File: config.mk
export PLATFORM = sky130hd
export DESIGN_NAME = mem_subsys_top
export DESIGN_NICKNAME = d
export VERILOG_FILES = /design/src/mmio_pkg.sv /design/src/mem_req_if.sv /design/src/mem_subsys_top.sv /design/src/bus_arbiter.sv /design/src/clint_timer.sv /design/src/dcache_direct.sv /design/src/mmio_router.sv
export SDC_FILE = /design/constraint.sdc
export NUM_CORES = 2
export LEC_CHECK = 0
export CAP_MARGIN = 20
export CORE_ASPECT_RATIO = 1.25
export CORE_UTILIZATION = 25
export DETAILED_ROUTE_END_ITERATION = 6
export DONT_BUFFER_PORTS = 1
export PLACE_DENSITY = 0.37
export RECOVER_POWER = 100
export SKIP_LAST_GASP = 1
export SYNTH_ARGS = -nofsm -noshare
export SYNTH_HDL_FRONTEND = slang
export SYNTH_HIERARCHICAL = 1
export SYNTH_SLANG_ARGS = --single-unit
File: constraint.sdc
create_clock -name clk -period 10.24 [get_ports clk]
set_clock_uncertainty 0.2 [all_clocks]
set_input_delay 0.512 -clock clk [delete_from_list [all_inputs] [get_ports clk]]
set_output_delay 0.512 -clock clk [all_outputs]
set_load 0.05 [all_outputs]
File: src/mmio_pkg.sv
package mmio_pkg;

    localparam int addr_w = 64;
    localparam int data_w = 64;
    localparam int mask_w = 8;

    localparam logic [addr_w-1:0] clint_start    = 64'h0000_0000_0200_0000;
    localparam logic [addr_w-1:0] clint_end      = 64'h0000_0000_0200_ffff;
    localparam logic [addr_w-1:0] uart_start     = 64'h0000_0000_1000_0000;
    localparam logic [addr_w-1:0] uart_end       = 64'h0000_0000_1000_0fff;
    localparam logic [addr_w-1:0] spi_start      = 64'h0000_0000_3000_0000;
    localparam logic [addr_w-1:0] spi_end        = 64'h0000_0000_3fff_ffff;
    localparam logic [addr_w-1:0] chiplink_start = 64'h0000_0000_4000_0000;
    localparam logic [addr_w-1:0] chiplink_end   = 64'h0000_0000_7fff_ffff;

    localparam logic [15:0] mtimecmp_off = 16'h4000;
    localparam logic [15:0] mtime_off    = 16'hbff8;

    typedef enum logic [1:0] {route_clint, route_uncached, route_cached} route_e;

    typedef enum logic [2:0] {dc_idle, dc_lookup, dc_refill, dc_write, dc_done} dc_state_e;

    typedef enum logic [2:0] {bus_idle, bus_ar, bus_r, bus_aw_w, bus_b, bus_done} bus_state_e;

    // byte lanes set in mask take the new word.
    function automatic logic [data_w-1:0] merge_bytes(
        input logic [data_w-1:0] old_word,
        input logic [data_w-1:0] new_word,
        input logic [mask_w-1:0] mask
    );
        logic [data_w-1:0] result;
        result = old_word;
        for (int i = 0; i < mask_w; i++) begin
            if (mask[i]) begin
                result[8*i +: 8] = new_word[8*i +: 8];
            end
        end
        return result;
    endfunction

endpackage
File: src/mem_req_if.sv
`timescale 1ns/10ps

interface mem_req_if (input logic clk);
    import mmio_pkg::*;

    logic [addr_w-1:0] addr;
    logic [data_w-1:0] wdata;
    logic [mask_w-1:0] mask;
    logic              we;
    logic              re;
    logic [data_w-1:0] rdata;   // valid while finish is high.
    logic              finish;  // one-cycle pulse.

    modport requester (
        input  clk,
        output addr, wdata, mask, we, re,
        input  rdata, finish
    );

    modport responder (
        input  clk,
        input  addr, wdata, mask, we, re,
        output rdata, finish
    );

endinterface

File: src/mem_subsys_top.sv
`timescale 1ns/10ps

module mem_subsys_top #(
    parameter int line_count = 16
) (
    input  logic                        clk,
    input  logic                        rst_n,
    input  logic [mmio_pkg::addr_w-1:0] core_addr,
    input  logic [mmio_pkg::data_w-1:0] core_wdata,
    input  logic [mmio_pkg::mask_w-1:0] core_mask,
    input  logic                        core_we,
    input  logic                        core_re,
    input  logic                        fence,
    output logic [mmio_pkg::data_w-1:0] core_rdata,
    output logic                        core_finish,
    output logic                        timer_irq,
    output logic                        awvalid,
    input  logic                        awready,
    output logic [mmio_pkg::addr_w-1:0] awaddr,
    output logic                        wvalid,
    input  logic                        wready,
    output logic [mmio_pkg::data_w-1:0] wdata,
    output logic [mmio_pkg::mask_w-1:0] wstrb,
    input  logic                        bvalid,
    output logic                        bready,
    output logic                        arvalid,
    input  logic                        arready,
    output logic [mmio_pkg::addr_w-1:0] araddr,
    input  logic                        rvalid,
    output logic                        rready,
    input  logic [mmio_pkg::data_w-1:0] rdata
);

    mem_req_if core_bus   (.clk(clk));
    mem_req_if clint_bus  (.clk(clk));
    mem_req_if unc_bus    (.clk(clk));
    mem_req_if cache_bus  (.clk(clk));
    mem_req_if refill_bus (.clk(clk));

    assign core_bus.addr  = core_addr;
    assign core_bus.wdata = core_wdata;
    assign core_bus.mask  = core_mask;
    assign core_bus.we    = core_we;
    assign core_bus.re    = core_re;
    assign core_rdata     = core_bus.rdata;
    assign core_finish    = core_bus.finish;

    mmio_router router_i (
        .core_bus  (core_bus.responder),
        .clint_bus (clint_bus.requester),
        .unc_bus   (unc_bus.requester),
        .cache_bus (cache_bus.requester)
    );

    dcache_direct #(.line_count(line_count)) dcache_i (
        .clk   (clk),
        .rst_n (rst_n),
        .fence (fence),
        .cpu   (cache_bus.responder),
        .mem   (refill_bus.requester)
    );

    clint_timer clint_i (
        .clk       (clk),
        .rst_n     (rst_n),
        .req       (clint_bus.responder),
        .timer_irq (timer_irq)
    );

    bus_arbiter arbiter_i (
        .clk     (clk),
        .rst_n   (rst_n),
        .port0   (refill_bus.responder),
        .port1   (unc_bus.responder),
        .awvalid (awvalid),
        .awready (awready),
        .awaddr  (awaddr),
        .wvalid  (wvalid),
        .wready  (wready),
        .wdata   (wdata),
        .wstrb   (wstrb),
        .bvalid  (bvalid),
        .bready  (bready),
        .arvalid (arvalid),
        .arready (arready),
        .araddr  (araddr),
        .rvalid  (rvalid),
        .rready  (rready),
        .rdata   (rdata)
    );

endmodule

File: src/bus_arbiter.sv
`timescale 1ns/10ps

module bus_arbiter (
    input  logic                        clk,
    input  logic                        rst_n,
    mem_req_if.responder                port0,
    mem_req_if.responder                port1,
    output logic                        awvalid,
    input  logic                        awready,
    output logic [mmio_pkg::addr_w-1:0] awaddr,
    output logic                        wvalid,
    input  logic                        wready,
    output logic [mmio_pkg::data_w-1:0] wdata,
    output logic [mmio_pkg::mask_w-1:0] wstrb,
    input  logic                        bvalid,
    output logic                        bready,
    output logic                        arvalid,
    input  logic                        arready,
    output logic [mmio_pkg::addr_w-1:0] araddr,
    input  logic                        rvalid,
    output logic                        rready,
    input  logic [mmio_pkg::data_w-1:0] rdata
);
    import mmio_pkg::*;

    bus_state_e        state;
    logic [1:0]        grant;
    logic              prio;  // port that wins a tie.
    logic              req0;
    logic              req1;
    logic              pick;
    logic [addr_w-1:0] addr_q;
    logic [data_w-1:0] wdata_q;
    logic [mask_w-1:0] mask_q;
    logic [data_w-1:0] rdata_q;

    assign req0 = port0.we || port0.re;
    assign req1 = port1.we || port1.re;
    assign pick = (req0 && req1) ? prio : req1;

    always_ff @(posedge clk) begin
        if (!rst_n) begin
            state   <= bus_idle;
            grant   <= '0;
            prio    <= 1'b0;
            awvalid <= 1'b0;
            wvalid  <= 1'b0;
            arvalid <= 1'b0;
        end else begin
            case (state)
                bus_idle: begin
                    if (req0 || req1) begin
                        grant <= pick ? 2'b10 : 2'b01;
                        prio  <= ~pick;
                        if (pick ? port1.we : port0.we) begin
                            awvalid <= 1'b1;
                            wvalid  <= 1'b1;
                            state   <= bus_aw_w;
                        end else begin
                            arvalid <= 1'b1;
                            state   <= bus_ar;
                        end
                    end
                end
                bus_ar: begin
                    if (arready) begin
                        arvalid <= 1'b0;
                        state   <= bus_r;
                    end
                end
                bus_r: begin
                    if (rvalid) begin
                        state <= bus_done;
                    end
                end
                bus_aw_w: begin
                    if (awready) begin
                        awvalid <= 1'b0;
                    end
                    if (wready) begin
                        wvalid <= 1'b0;
                    end
                    if ((!awvalid || awready) && (!wvalid || wready)) begin
                        state <= bus_b;
                    end
                end
                bus_b: begin
                    if (bvalid) begin
                        state <= bus_done;  // bresp ignored.
                    end
                end
                bus_done: begin
                    grant <= '0;
                    state <= bus_idle;
                end
                default: state <= bus_idle;
            endcase
        end
    end

    always_ff @(posedge clk) begin
        if (state == bus_idle) begin
            addr_q  <= pick ? port1.addr : port0.addr;
            wdata_q <= pick ? port1.wdata : port0.wdata;
            mask_q  <= pick ? port1.mask : port0.mask;
        end
        if ((state == bus_r) && rvalid) begin
            rdata_q <= rdata;
        end
    end

    assign awaddr = addr_q;
    assign araddr = addr_q;
    assign wdata  = wdata_q;
    assign wstrb  = mask_q;
    assign rready = (state == bus_r);
    assign bready = (state == bus_b);

    assign port0.rdata  = rdata_q;
    assign port0.finish = (state == bus_done) && grant[0];
    assign port1.rdata  = rdata_q;
    assign port1.finish = (state == bus_done) && grant[1];

    assert property (@(posedge clk) disable iff (!rst_n) (state != bus_idle) |-> $onehot(grant));

    assert property (@(posedge clk) disable iff (!rst_n) arvalid && !arready |=> arvalid);

endmodule

File: src/clint_timer.sv
`timescale 1ns/10ps

module clint_timer (
    input  logic         clk,
    input  logic         rst_n,
    mem_req_if.responder req,
    output logic         timer_irq
);
    import mmio_pkg::*;

    logic [data_w-1:0] mtime;
    logic [data_w-1:0] mtimecmp;
    logic [data_w-1:0] rdata_q;
    logic              finish_q;
    logic [15:0]       offset;
    logic              access;
    logic              wr_mtime;
    logic              wr_mtimecmp;

    assign offset      = req.addr[15:0];
    assign access      = (req.we || req.re) && !finish_q;  // one access per held request.
    assign wr_mtime    = access && req.we && (offset == mtime_off);
    assign wr_mtimecmp = access && req.we && (offset == mtimecmp_off);

    always_ff @(posedge clk) begin
        if (!rst_n) begin
            mtime     <= '0;
            mtimecmp  <= '1;
            finish_q  <= 1'b0;
            timer_irq <= 1'b0;
        end else begin
            finish_q  <= access;
            timer_irq <= (mtime >= mtimecmp);
            if (wr_mtime) begin
                mtime <= merge_bytes(mtime, req.wdata, req.mask);
            end else begin
                mtime <= mtime + 1'b1;
            end
            if (wr_mtimecmp) begin
                mtimecmp <= merge_bytes(mtimecmp, req.wdata, req.mask);
            end
        end
    end

    always_ff @(posedge clk) begin
        if (access) begin
            case (offset)
                mtime_off:    rdata_q <= mtime;
                mtimecmp_off: rdata_q <= mtimecmp;
                default:      rdata_q <= '0;  // unmapped.
            endcase
        end
    end

    assign req.rdata  = rdata_q;
    assign req.finish = finish_q;

endmodule

File: src/dcache_direct.sv
`timescale 1ns/10ps

module dcache_direct #(
    parameter int line_count = 16
) (
    input  logic         clk,
    input  logic         rst_n,
    input  logic         fence,
    mem_req_if.responder cpu,
    mem_req_if.requester mem
);
    import mmio_pkg::*;

    localparam int idx_w = $clog2(line_count);
    localparam int tag_w = addr_w - 3 - idx_w;

    dc_state_e             state;
    logic [tag_w-1:0]      tag_mem [line_count];
    logic [data_w-1:0]     data_mem [line_count];
    logic [line_count-1:0] valid;
    logic [data_w-1:0]     rdata_q;
    logic [idx_w-1:0]      idx;
    logic [tag_w-1:0]      tag;
    logic                  hit;
    logic                  refill_go;
    logic                  write_go;

    assign idx = cpu.addr[3 +: idx_w];
    assign tag = cpu.addr[addr_w-1 -: tag_w];
    assign hit = valid[idx] && (tag_mem[idx] == tag);

    assign refill_go = (state == dc_refill);
    assign write_go  = (state == dc_write);

    always_ff @(posedge clk) begin
        if (!rst_n) begin
            state <= dc_idle;
            valid <= '0;
        end else begin
            case (state)
                dc_idle: begin
                    if (fence || cpu.we || cpu.re) begin
                        state <= dc_lookup;
                    end
                end
                dc_lookup: begin
                    if (fence) begin
                        valid <= '0;
                        state <= dc_done;
                    end else if (cpu.we) begin
                        state <= dc_write;  // write-through, hit or miss.
                    end else if (hit) begin
                        state <= dc_done;
                    end else begin
                        state <= dc_refill;
                    end
                end
                dc_refill: begin
                    if (mem.finish) begin
                        valid[idx] <= 1'b1;
                        state      <= dc_done;
                    end
                end
                dc_write: begin
                    if (mem.finish) begin
                        state <= dc_done;
                    end
                end
                dc_done: state <= dc_idle;
                default: state <= dc_idle;
            endcase
        end
    end

    always_ff @(posedge clk) begin
        if ((state == dc_lookup) && hit) begin
            rdata_q <= data_mem[idx];
        end
        if (refill_go && mem.finish) begin
            tag_mem[idx]  <= tag;
            data_mem[idx] <= mem.rdata;
            rdata_q       <= mem.rdata;
        end
        // no allocate on a write miss.
        if (write_go && mem.finish && hit) begin
            data_mem[idx] <= merge_bytes(data_mem[idx], cpu.wdata, cpu.mask);
        end
    end

    assign mem.re    = refill_go;
    assign mem.we    = write_go;
    assign mem.addr  = refill_go ? {cpu.addr[addr_w-1:3], 3'b000} : cpu.addr;
    assign mem.wdata = cpu.wdata;
    assign mem.mask  = refill_go ? {mask_w{1'b1}} : cpu.mask;

    assign cpu.rdata  = rdata_q;
    assign cpu.finish = (state == dc_done);

    assert property (@(posedge clk) disable iff (!rst_n) cpu.finish |=> !cpu.finish);

    assert property (@(posedge clk) disable iff (!rst_n) !(mem.we && mem.re));

endmodule

File: src/mmio_router.sv
`timescale 1ns/10ps

module mmio_router (
    mem_req_if.responder core_bus,
    mem_req_if.requester clint_bus,
    mem_req_if.requester unc_bus,
    mem_req_if.requester cache_bus
);
    import mmio_pkg::*;

    route_e route;

    function automatic logic in_window(
        input logic [addr_w-1:0] a,
        input logic [addr_w-1:0] lo,
        input logic [addr_w-1:0] hi
    );
        return (a >= lo) && (a <= hi);
    endfunction

    always_comb begin
        if (in_window(core_bus.addr, clint_start, clint_end)) begin
            route = route_clint;
        end else if (in_window(core_bus.addr, uart_start, uart_end) ||
                     in_window(core_bus.addr, spi_start, spi_end) ||
                     in_window(core_bus.addr, chiplink_start, chiplink_end)) begin
            route = route_uncached;
        end else begin
            route = route_cached;
        end
    end

    assign clint_bus.addr  = core_bus.addr;
    assign clint_bus.wdata = core_bus.wdata;
    assign clint_bus.mask  = core_bus.mask;
    assign clint_bus.we    = core_bus.we && (route == route_clint);
    assign clint_bus.re    = core_bus.re && (route == route_clint);

    assign unc_bus.addr    = core_bus.addr;
    assign unc_bus.wdata   = core_bus.wdata;
    assign unc_bus.mask    = core_bus.mask;
    assign unc_bus.we      = core_bus.we && (route == route_uncached);
    assign unc_bus.re      = core_bus.re && (route == route_uncached);

    assign cache_bus.addr  = core_bus.addr;
    assign cache_bus.wdata = core_bus.wdata;
    assign cache_bus.mask  = core_bus.mask;
    assign cache_bus.we    = core_bus.we && (route == route_cached);
    assign cache_bus.re    = core_bus.re && (route == route_cached);

    always_comb begin
        case (route)
            route_clint: begin
                core_bus.rdata  = clint_bus.rdata;
                core_bus.finish = clint_bus.finish;
            end
            route_uncached: begin
                core_bus.rdata  = unc_bus.rdata;
                core_bus.finish = unc_bus.finish;
            end
            default: begin
                core_bus.rdata  = cache_bus.rdata;
                core_bus.finish = cache_bus.finish;
            end
        endcase
    end

    // a fence completes on the cached route without we or re.
    assert property (@(posedge core_bus.clk)
        core_bus.finish && (route != route_cached) |-> (core_bus.we || core_bus.re));

endmodule

* After elaboration in Yosys (flattened, before gate mapping)
Memory sizes are Yosys's and may differ from the RTL's. Index checks and enable logic that the tools add are counted.
Word-level totals: input port bits 210, word-level logic and storage cells 223, register bits 486, latch bits 0, bits in writable memories 1936, memories 2, ROM bits 0, output and inout bits 271
Cells by class: bitwise gates (word level) 3, reductions and logical operators 63, magnitude comparators 11, equal/unequal tests 35, div/mod/pow operators 0, mux-type cells 76, add/subtract/negate cells 1, shifts and indexed selects 0, $mul 0
Memories:
- dcache_i.data_mem | words 16, bits a word 64, read ports 1, clocked after memory_dff 0, wr ports 1, RTL line dcache_direct.sv:19 | logic [data_w-1:0] data_mem [line_count];
- dcache_i.tag_mem | words 16, bits a word 57, read ports 1, clocked after memory_dff 0, wr ports 1, RTL line dcache_direct.sv:18 | logic [tag_w-1:0] tag_mem [line_count];
Operators with widths (count):
- 2-to-1 mux 64 bit | 4
- case mux 64 bit (2 select lines) | 2
- 2-to-1 mux 8 bit | 26
- adder 64 x 1 -> 64 bit (second input constant) | 1
- >= comparator 64 x 26 -> 1 bit (second input constant) | 1
- >= comparator 64 x 29 -> 1 bit (second input constant) | 1
- >= comparator 64 x 30 -> 1 bit (second input constant) | 1
- >= comparator 64 x 31 -> 1 bit (second input constant) | 1
- >= comparator 64 bit | 1
- <= comparator 64 x 26 -> 1 bit (second input constant) | 1
- <= comparator 64 x 29 -> 1 bit (second input constant) | 1
- <= comparator 64 x 30 -> 1 bit (second input constant) | 1
- <= comparator 64 x 31 -> 1 bit (second input constant) | 1
- == test 57 bit | 1
- 2-to-1 mux 3 bit | 12
- 2-to-1 mux 16 bit | 2
- != test 2 bit (second input constant) | 16
- case mux 16 bit (2 select lines) | 1
- logical AND 1 bit | 25
- AND reduction 2 bit | 11
- == test 16 x 15 -> 1 bit (second input constant) | 1
- == test 16 bit (second input constant) | 1
- bitwise OR 16 bit | 1
- 2-to-1 mux 1 bit | 15
- 26 further kinds | 61

* Depth between registers and ports, before layout
depth after elaboration 15, depth in mapped cells 19, depth with buffers taken out 10

* By module
Netlist, hierarchy kept.
Modules (own cells, without submodules):
- dcache_direct | times used 1, area an instance 80927.6 um^2, sequential area each 60438.0 um^2, cells each 3883
- clint_timer | times used 1, area an instance 10647.7 um^2, sequential area each 4524.3 um^2, cells each 1239
- bus_arbiter | times used 1, area an instance 9138.8 um^2, sequential area each 6185.9 um^2, cells each 550
- mmio_router | times used 1, area an instance 4623.2 um^2, sequential area each 0.0 um^2, cells each 595

* Worst setup path after synthesis
OpenSTA, ideal clock, no wires.
kind input to register, start point input core_addr[5] in the netlist's numbering, end point memory dcache_i/tag_mem[12][0] in the netlist's numbering (enable), arrival time 7.052 ns, path buffers 10, required time 9.498 ns, stages on the path 12, setup time 0.542 ns, setup slack 2.446 ns, path through buf_4 buf_2 buf_2 buf_4 buf_4 buf_2 buf_1 buf_2 buf_2 buf_1 nand2_1 nor3_1
RTL lines:
- start: declaration | RTL line mem_subsys_top.sv:8 | input logic [mmio_pkg::addr_w-1:0] core_addr,
- end: declaration | RTL line dcache_direct.sv:18
No word-level cell before the write port.

* Final worst setup path
start point input core_addr[53] in the netlist's numbering, end point output core_rdata[8] in the netlist's numbering
On the way: word-level cells in the longest chain between the ends 8, elaborated cells between the ends (all ways) 19, those cells by class 8 x order compare; 1 x eq/ne; 3 x mux; 7 x reduce/logical
Ends and longest elaborated chain:
- >= comparator 64 x 29 -> 1 bit (tied with other cells) | RTL line mmio_router.sv:18 | return (a >= lo) && (a <= hi);
- logical AND 1 bit | RTL line mmio_router.sv:18
- logical OR 1 bit | RTL line mmio_router.sv:24 | end else if (in_window(core_bus.addr, uart_start, uart_end) ||
- logical OR 1 bit | RTL line mmio_router.sv:25 | in_window(core_bus.addr, spi_start, spi_end) ||
- 2-to-1 mux 2 bit | RTL line mmio_router.sv:24
- 2-to-1 mux 2 bit * | RTL line mmio_router.sv:22 | if (in_window(core_bus.addr, clint_start, clint_end)) begin
- == test 2 x 1 -> 1 bit / zero test 2 bit (equally long branches) | RTL line mmio_router.sv:52 | case (route)
- case mux 64 bit (2 select lines) * | RTL line mmio_router.sv:52
- end: declaration | RTL line mem_subsys_top.sv:14 | output logic [mmio_pkg::data_w-1:0] core_rdata,
Mark *: on every way between the ends. The rest lies on a longest branch, timed or not.

==> impl_metrics.json <==
{
  "multiInputGateArea_mm2": 0.0274,
  "clk_latency_ns": 0.92,
  "num_io_pins": 481,
  "drt-wirelength-per-cell_um": 32.5,
  "hold_violations": 0,
  "outcome": "finished, violations left",
  "slowest_delay_ns": 2.61,
  "layout_common_cells": "edfxtp_1 (2264), mux4_2 (474), nand2_1 (408)",
  "fp.dieW_um": 582,
  "initial_utilization_pct": 25.1,
  "worst_pin_slew_ns": 5.32,
  "rsz0062_at_grt": "no",
  "grt_max_degree": 494,
  "grt_pass1_wl_um": 518000,
  "cp-end-kind": "primary output",
  "viasPerCell": 4.89,
  "dieArea_mm2": 0.423,
  "syn_inst": 6219,
  "slew_viol_final": 1541,
  "root_buffer": "clkbuf_16",
  "fmaxAchievable_mhz": 117,
  "ir_worst_vdd_mv": 0.140,
  "grt_antenna_before_repair": 62,
  "violations": "capacitance limit, slew limit",
  "dp.final_hpwl_um": 218000,
  "first_pass_iters": 7,
  "final_common_cell": "edfxtp_1",
  "grt_pass1_vias": 58900,
  "numCtsBuffers": 287,
  "vias": 57700,
  "post_cts_buffers": 0,
  "yosysWarnings": 6,
  "max-cap-violations": 46,
  "finalSetupTns_ns": 0,
  "whs_endpoint": "arbiter_i/port0.rdata[2]",
  "grt_overflow": 0,
  "crit_required_ns": 9.53,
  "seq_area_mm2": 0.0711,
  "synthToLayoutAreaGrowth_pct": 14.2,
  "dp.cells": 10900,
  "drc_errors": 0,
  "nFillCells": 41400,
  "critical_path.slowest_cell": "clkbuf_1",
  "setup_viol": 0,
  "syn_area_mm2": 0.105,
  "crit_top_cell": "clkbuf_1",
  "max-slew-margin-rel_pct": -254,
  "first_iter_violations": 5328,
  "rr_worst_depth": 6,
  "clk_path_buf_depth": 4,
  "ff2ff_setup_slack_ns": 2.01,
  "nNetsFinal": 6368,
  "clkTransAtPathRegs_ns": 0.06,
  "hold_class": "primary input to register",
  "critical_path_class": "primary input to primary output",
  "tritoncts": "done",
  "fin_cells": 11800,
  "min_period_over_period_pct": 83.7,
  "crit_path_start_kind": "primary input",
  "cts_num_sinks": 2422,
  "cp_max_fo": 36,
  "reg2reg_to": "dcache_i/tag_mem[7][14]",
  "fp-row-count": 265,
  "port_buffers": 0,
  "synth_fp_nets": 6494,
  "min_path_cells": 1,
  "crit_arrival_ns": 7.86,
  "cp_cell_sequence": "nor4_1 > nand4_1 > nor2_2 > clkbuf_1 > o21a_1 > clkbuf_1 > o221a_1",
  "grt_use_total_pct": 17.7,
  "crit-reg2reg-launch": "dcache_i/state[1]",
  "globalplace.congestion": 0.835,
  "wl_um": 383000,
  "power_density_mw_per_mm2": 197,
  "drive_above_1_share_pct": 20.2,
  "timing.final.crit_period_ns": 8.57,
  "final_antenna_net_count": 0,
  "hold_start": "rdata[2]",
  "avgSynthCellArea_um2": 16.9,
  "leakage_uw": 0.0386,
  "dieHeight_um": 726,
  "core_area_mm2": 0.417,
  "htreeDepth": 5
}
[per-layer routing]
layer  vias to the layer above  share of wire [%]  global-route usage, %  routed length [µm]
met1                     31300                 43                   23.2              163000
met3                       445                6.1                   3.25               23300
li1                      23900                  -                      -                   -
met4                        12                2.6                   4.59               10100
met5                         -              0.019                      0                  73
met2                      2049                 49                   29.9              187000
[what timing repair did]
action,4_1_cts,5_1_grt
hold buffers,396,1
hold endpoints to repair,1690,3
gates resized for setup,0,0
[area by class of cell]
cell class / count / area share (%)
Sequential cell: 2422 / 59.3
Multi-Input combinational cell: 2774 / 22.8
Clock buffer: 361 / 6.46
Tap cell: 5473 / 5.71
Timing Repair Buffer: 516 / 4.10
Clock inverter: 148 / 1.25
Inverter: 92 / 0.289
Antenna cell: 17 / 0.0355
[metrics by stage]
step / hold slack (ns) / utilization (%) / cell area, µm² / power [µW] / setup slack (ns)
4_1_cts: 0.00191 / 28.8 / 120000 / 23800 / 3.46
6_report: 0.0714 / 28.7 / 120000 / 23700 / 1.67
2_1_floorplan: 0.232 / - / 105000 / 13200 / 2.45
5_1_grt: 0.0294 / 28.7 / 120000 / 24400 / 1.38
3_3_place_gp: 0.244 / 25.6 / 107000 / 13300 / 2.68
3_5_place_dp: 0.257 / 25.6 / 107000 / 13200 / 2.51
[power breakdown]
| group | internal (µW) | switching (µW) | total (µW) |
|---|---|---|---|
| Clock | 6000 | 4240 | 10200 |
| Combinational | 447 | 815 | 1260 |
| Sequential | 11100 | 1020 | 12200 |
| Total | 17600 | 6070 | 23700 |
[worst max-delay path: cells and delay by family]
family | cells | cell delay, ns
and+or+nand+nor | 3 | 0.97
AOI/OAI and AO/OA | 2 | 2.83
buffers and inverters | 2 | 3.41
[how the worst max path moves through the flow]
stage	from	end	slack [ns]	cells after the start
2_1_floorplan	core_addr[5]	dcache_i/tag_mem[12][0]	2.45	12
3_3_place_gp	core_addr[4]	dcache_i/data_mem[4][17]	2.68	10
3_5_place_dp	core_addr[4]	dcache_i/data_mem[4][17]	2.51	8
4_1_cts	core_addr[4]	dcache_i/data_mem[4][26]	3.46	8
5_1_grt	core_addr[4]	dcache_i/data_mem[0][10]	1.38	14
6_report	core_addr[53]	core_rdata[8]	1.67	7
[flip-flops by register name (all words and copies together) (netlist names)]
| signal | count |
|---|---|
| arbiter_i/grant | 2 |
| dcache_i/valid | 16 |
| dcache_i/cpu.rdata | 64 |
| dcache_i/data_mem | 1024 |
| arbiter_i/arvalid | 1 |
| clint_i/timer_irq | 1 |
| clint_i/mtimecmp | 64 |
| arbiter_i/awvalid | 1 |
| clint_i/req.finish | 1 |
| dcache_i/tag_mem | 912 |
| dcache_i/state | 3 |
| arbiter_i/wvalid | 1 |
| arbiter_i/araddr | 64 |
| arbiter_i/wdata | 64 |
| arbiter_i/port0.rdata | 64 |
| arbiter_i/state | 3 |
| arbiter_i/prio | 1 |
| arbiter_i/wstrb | 8 |
| clint_i/mtime | 64 |
| clint_i/req.rdata | 64 |
No activity file was read; power rests on OpenSTA's default activity.
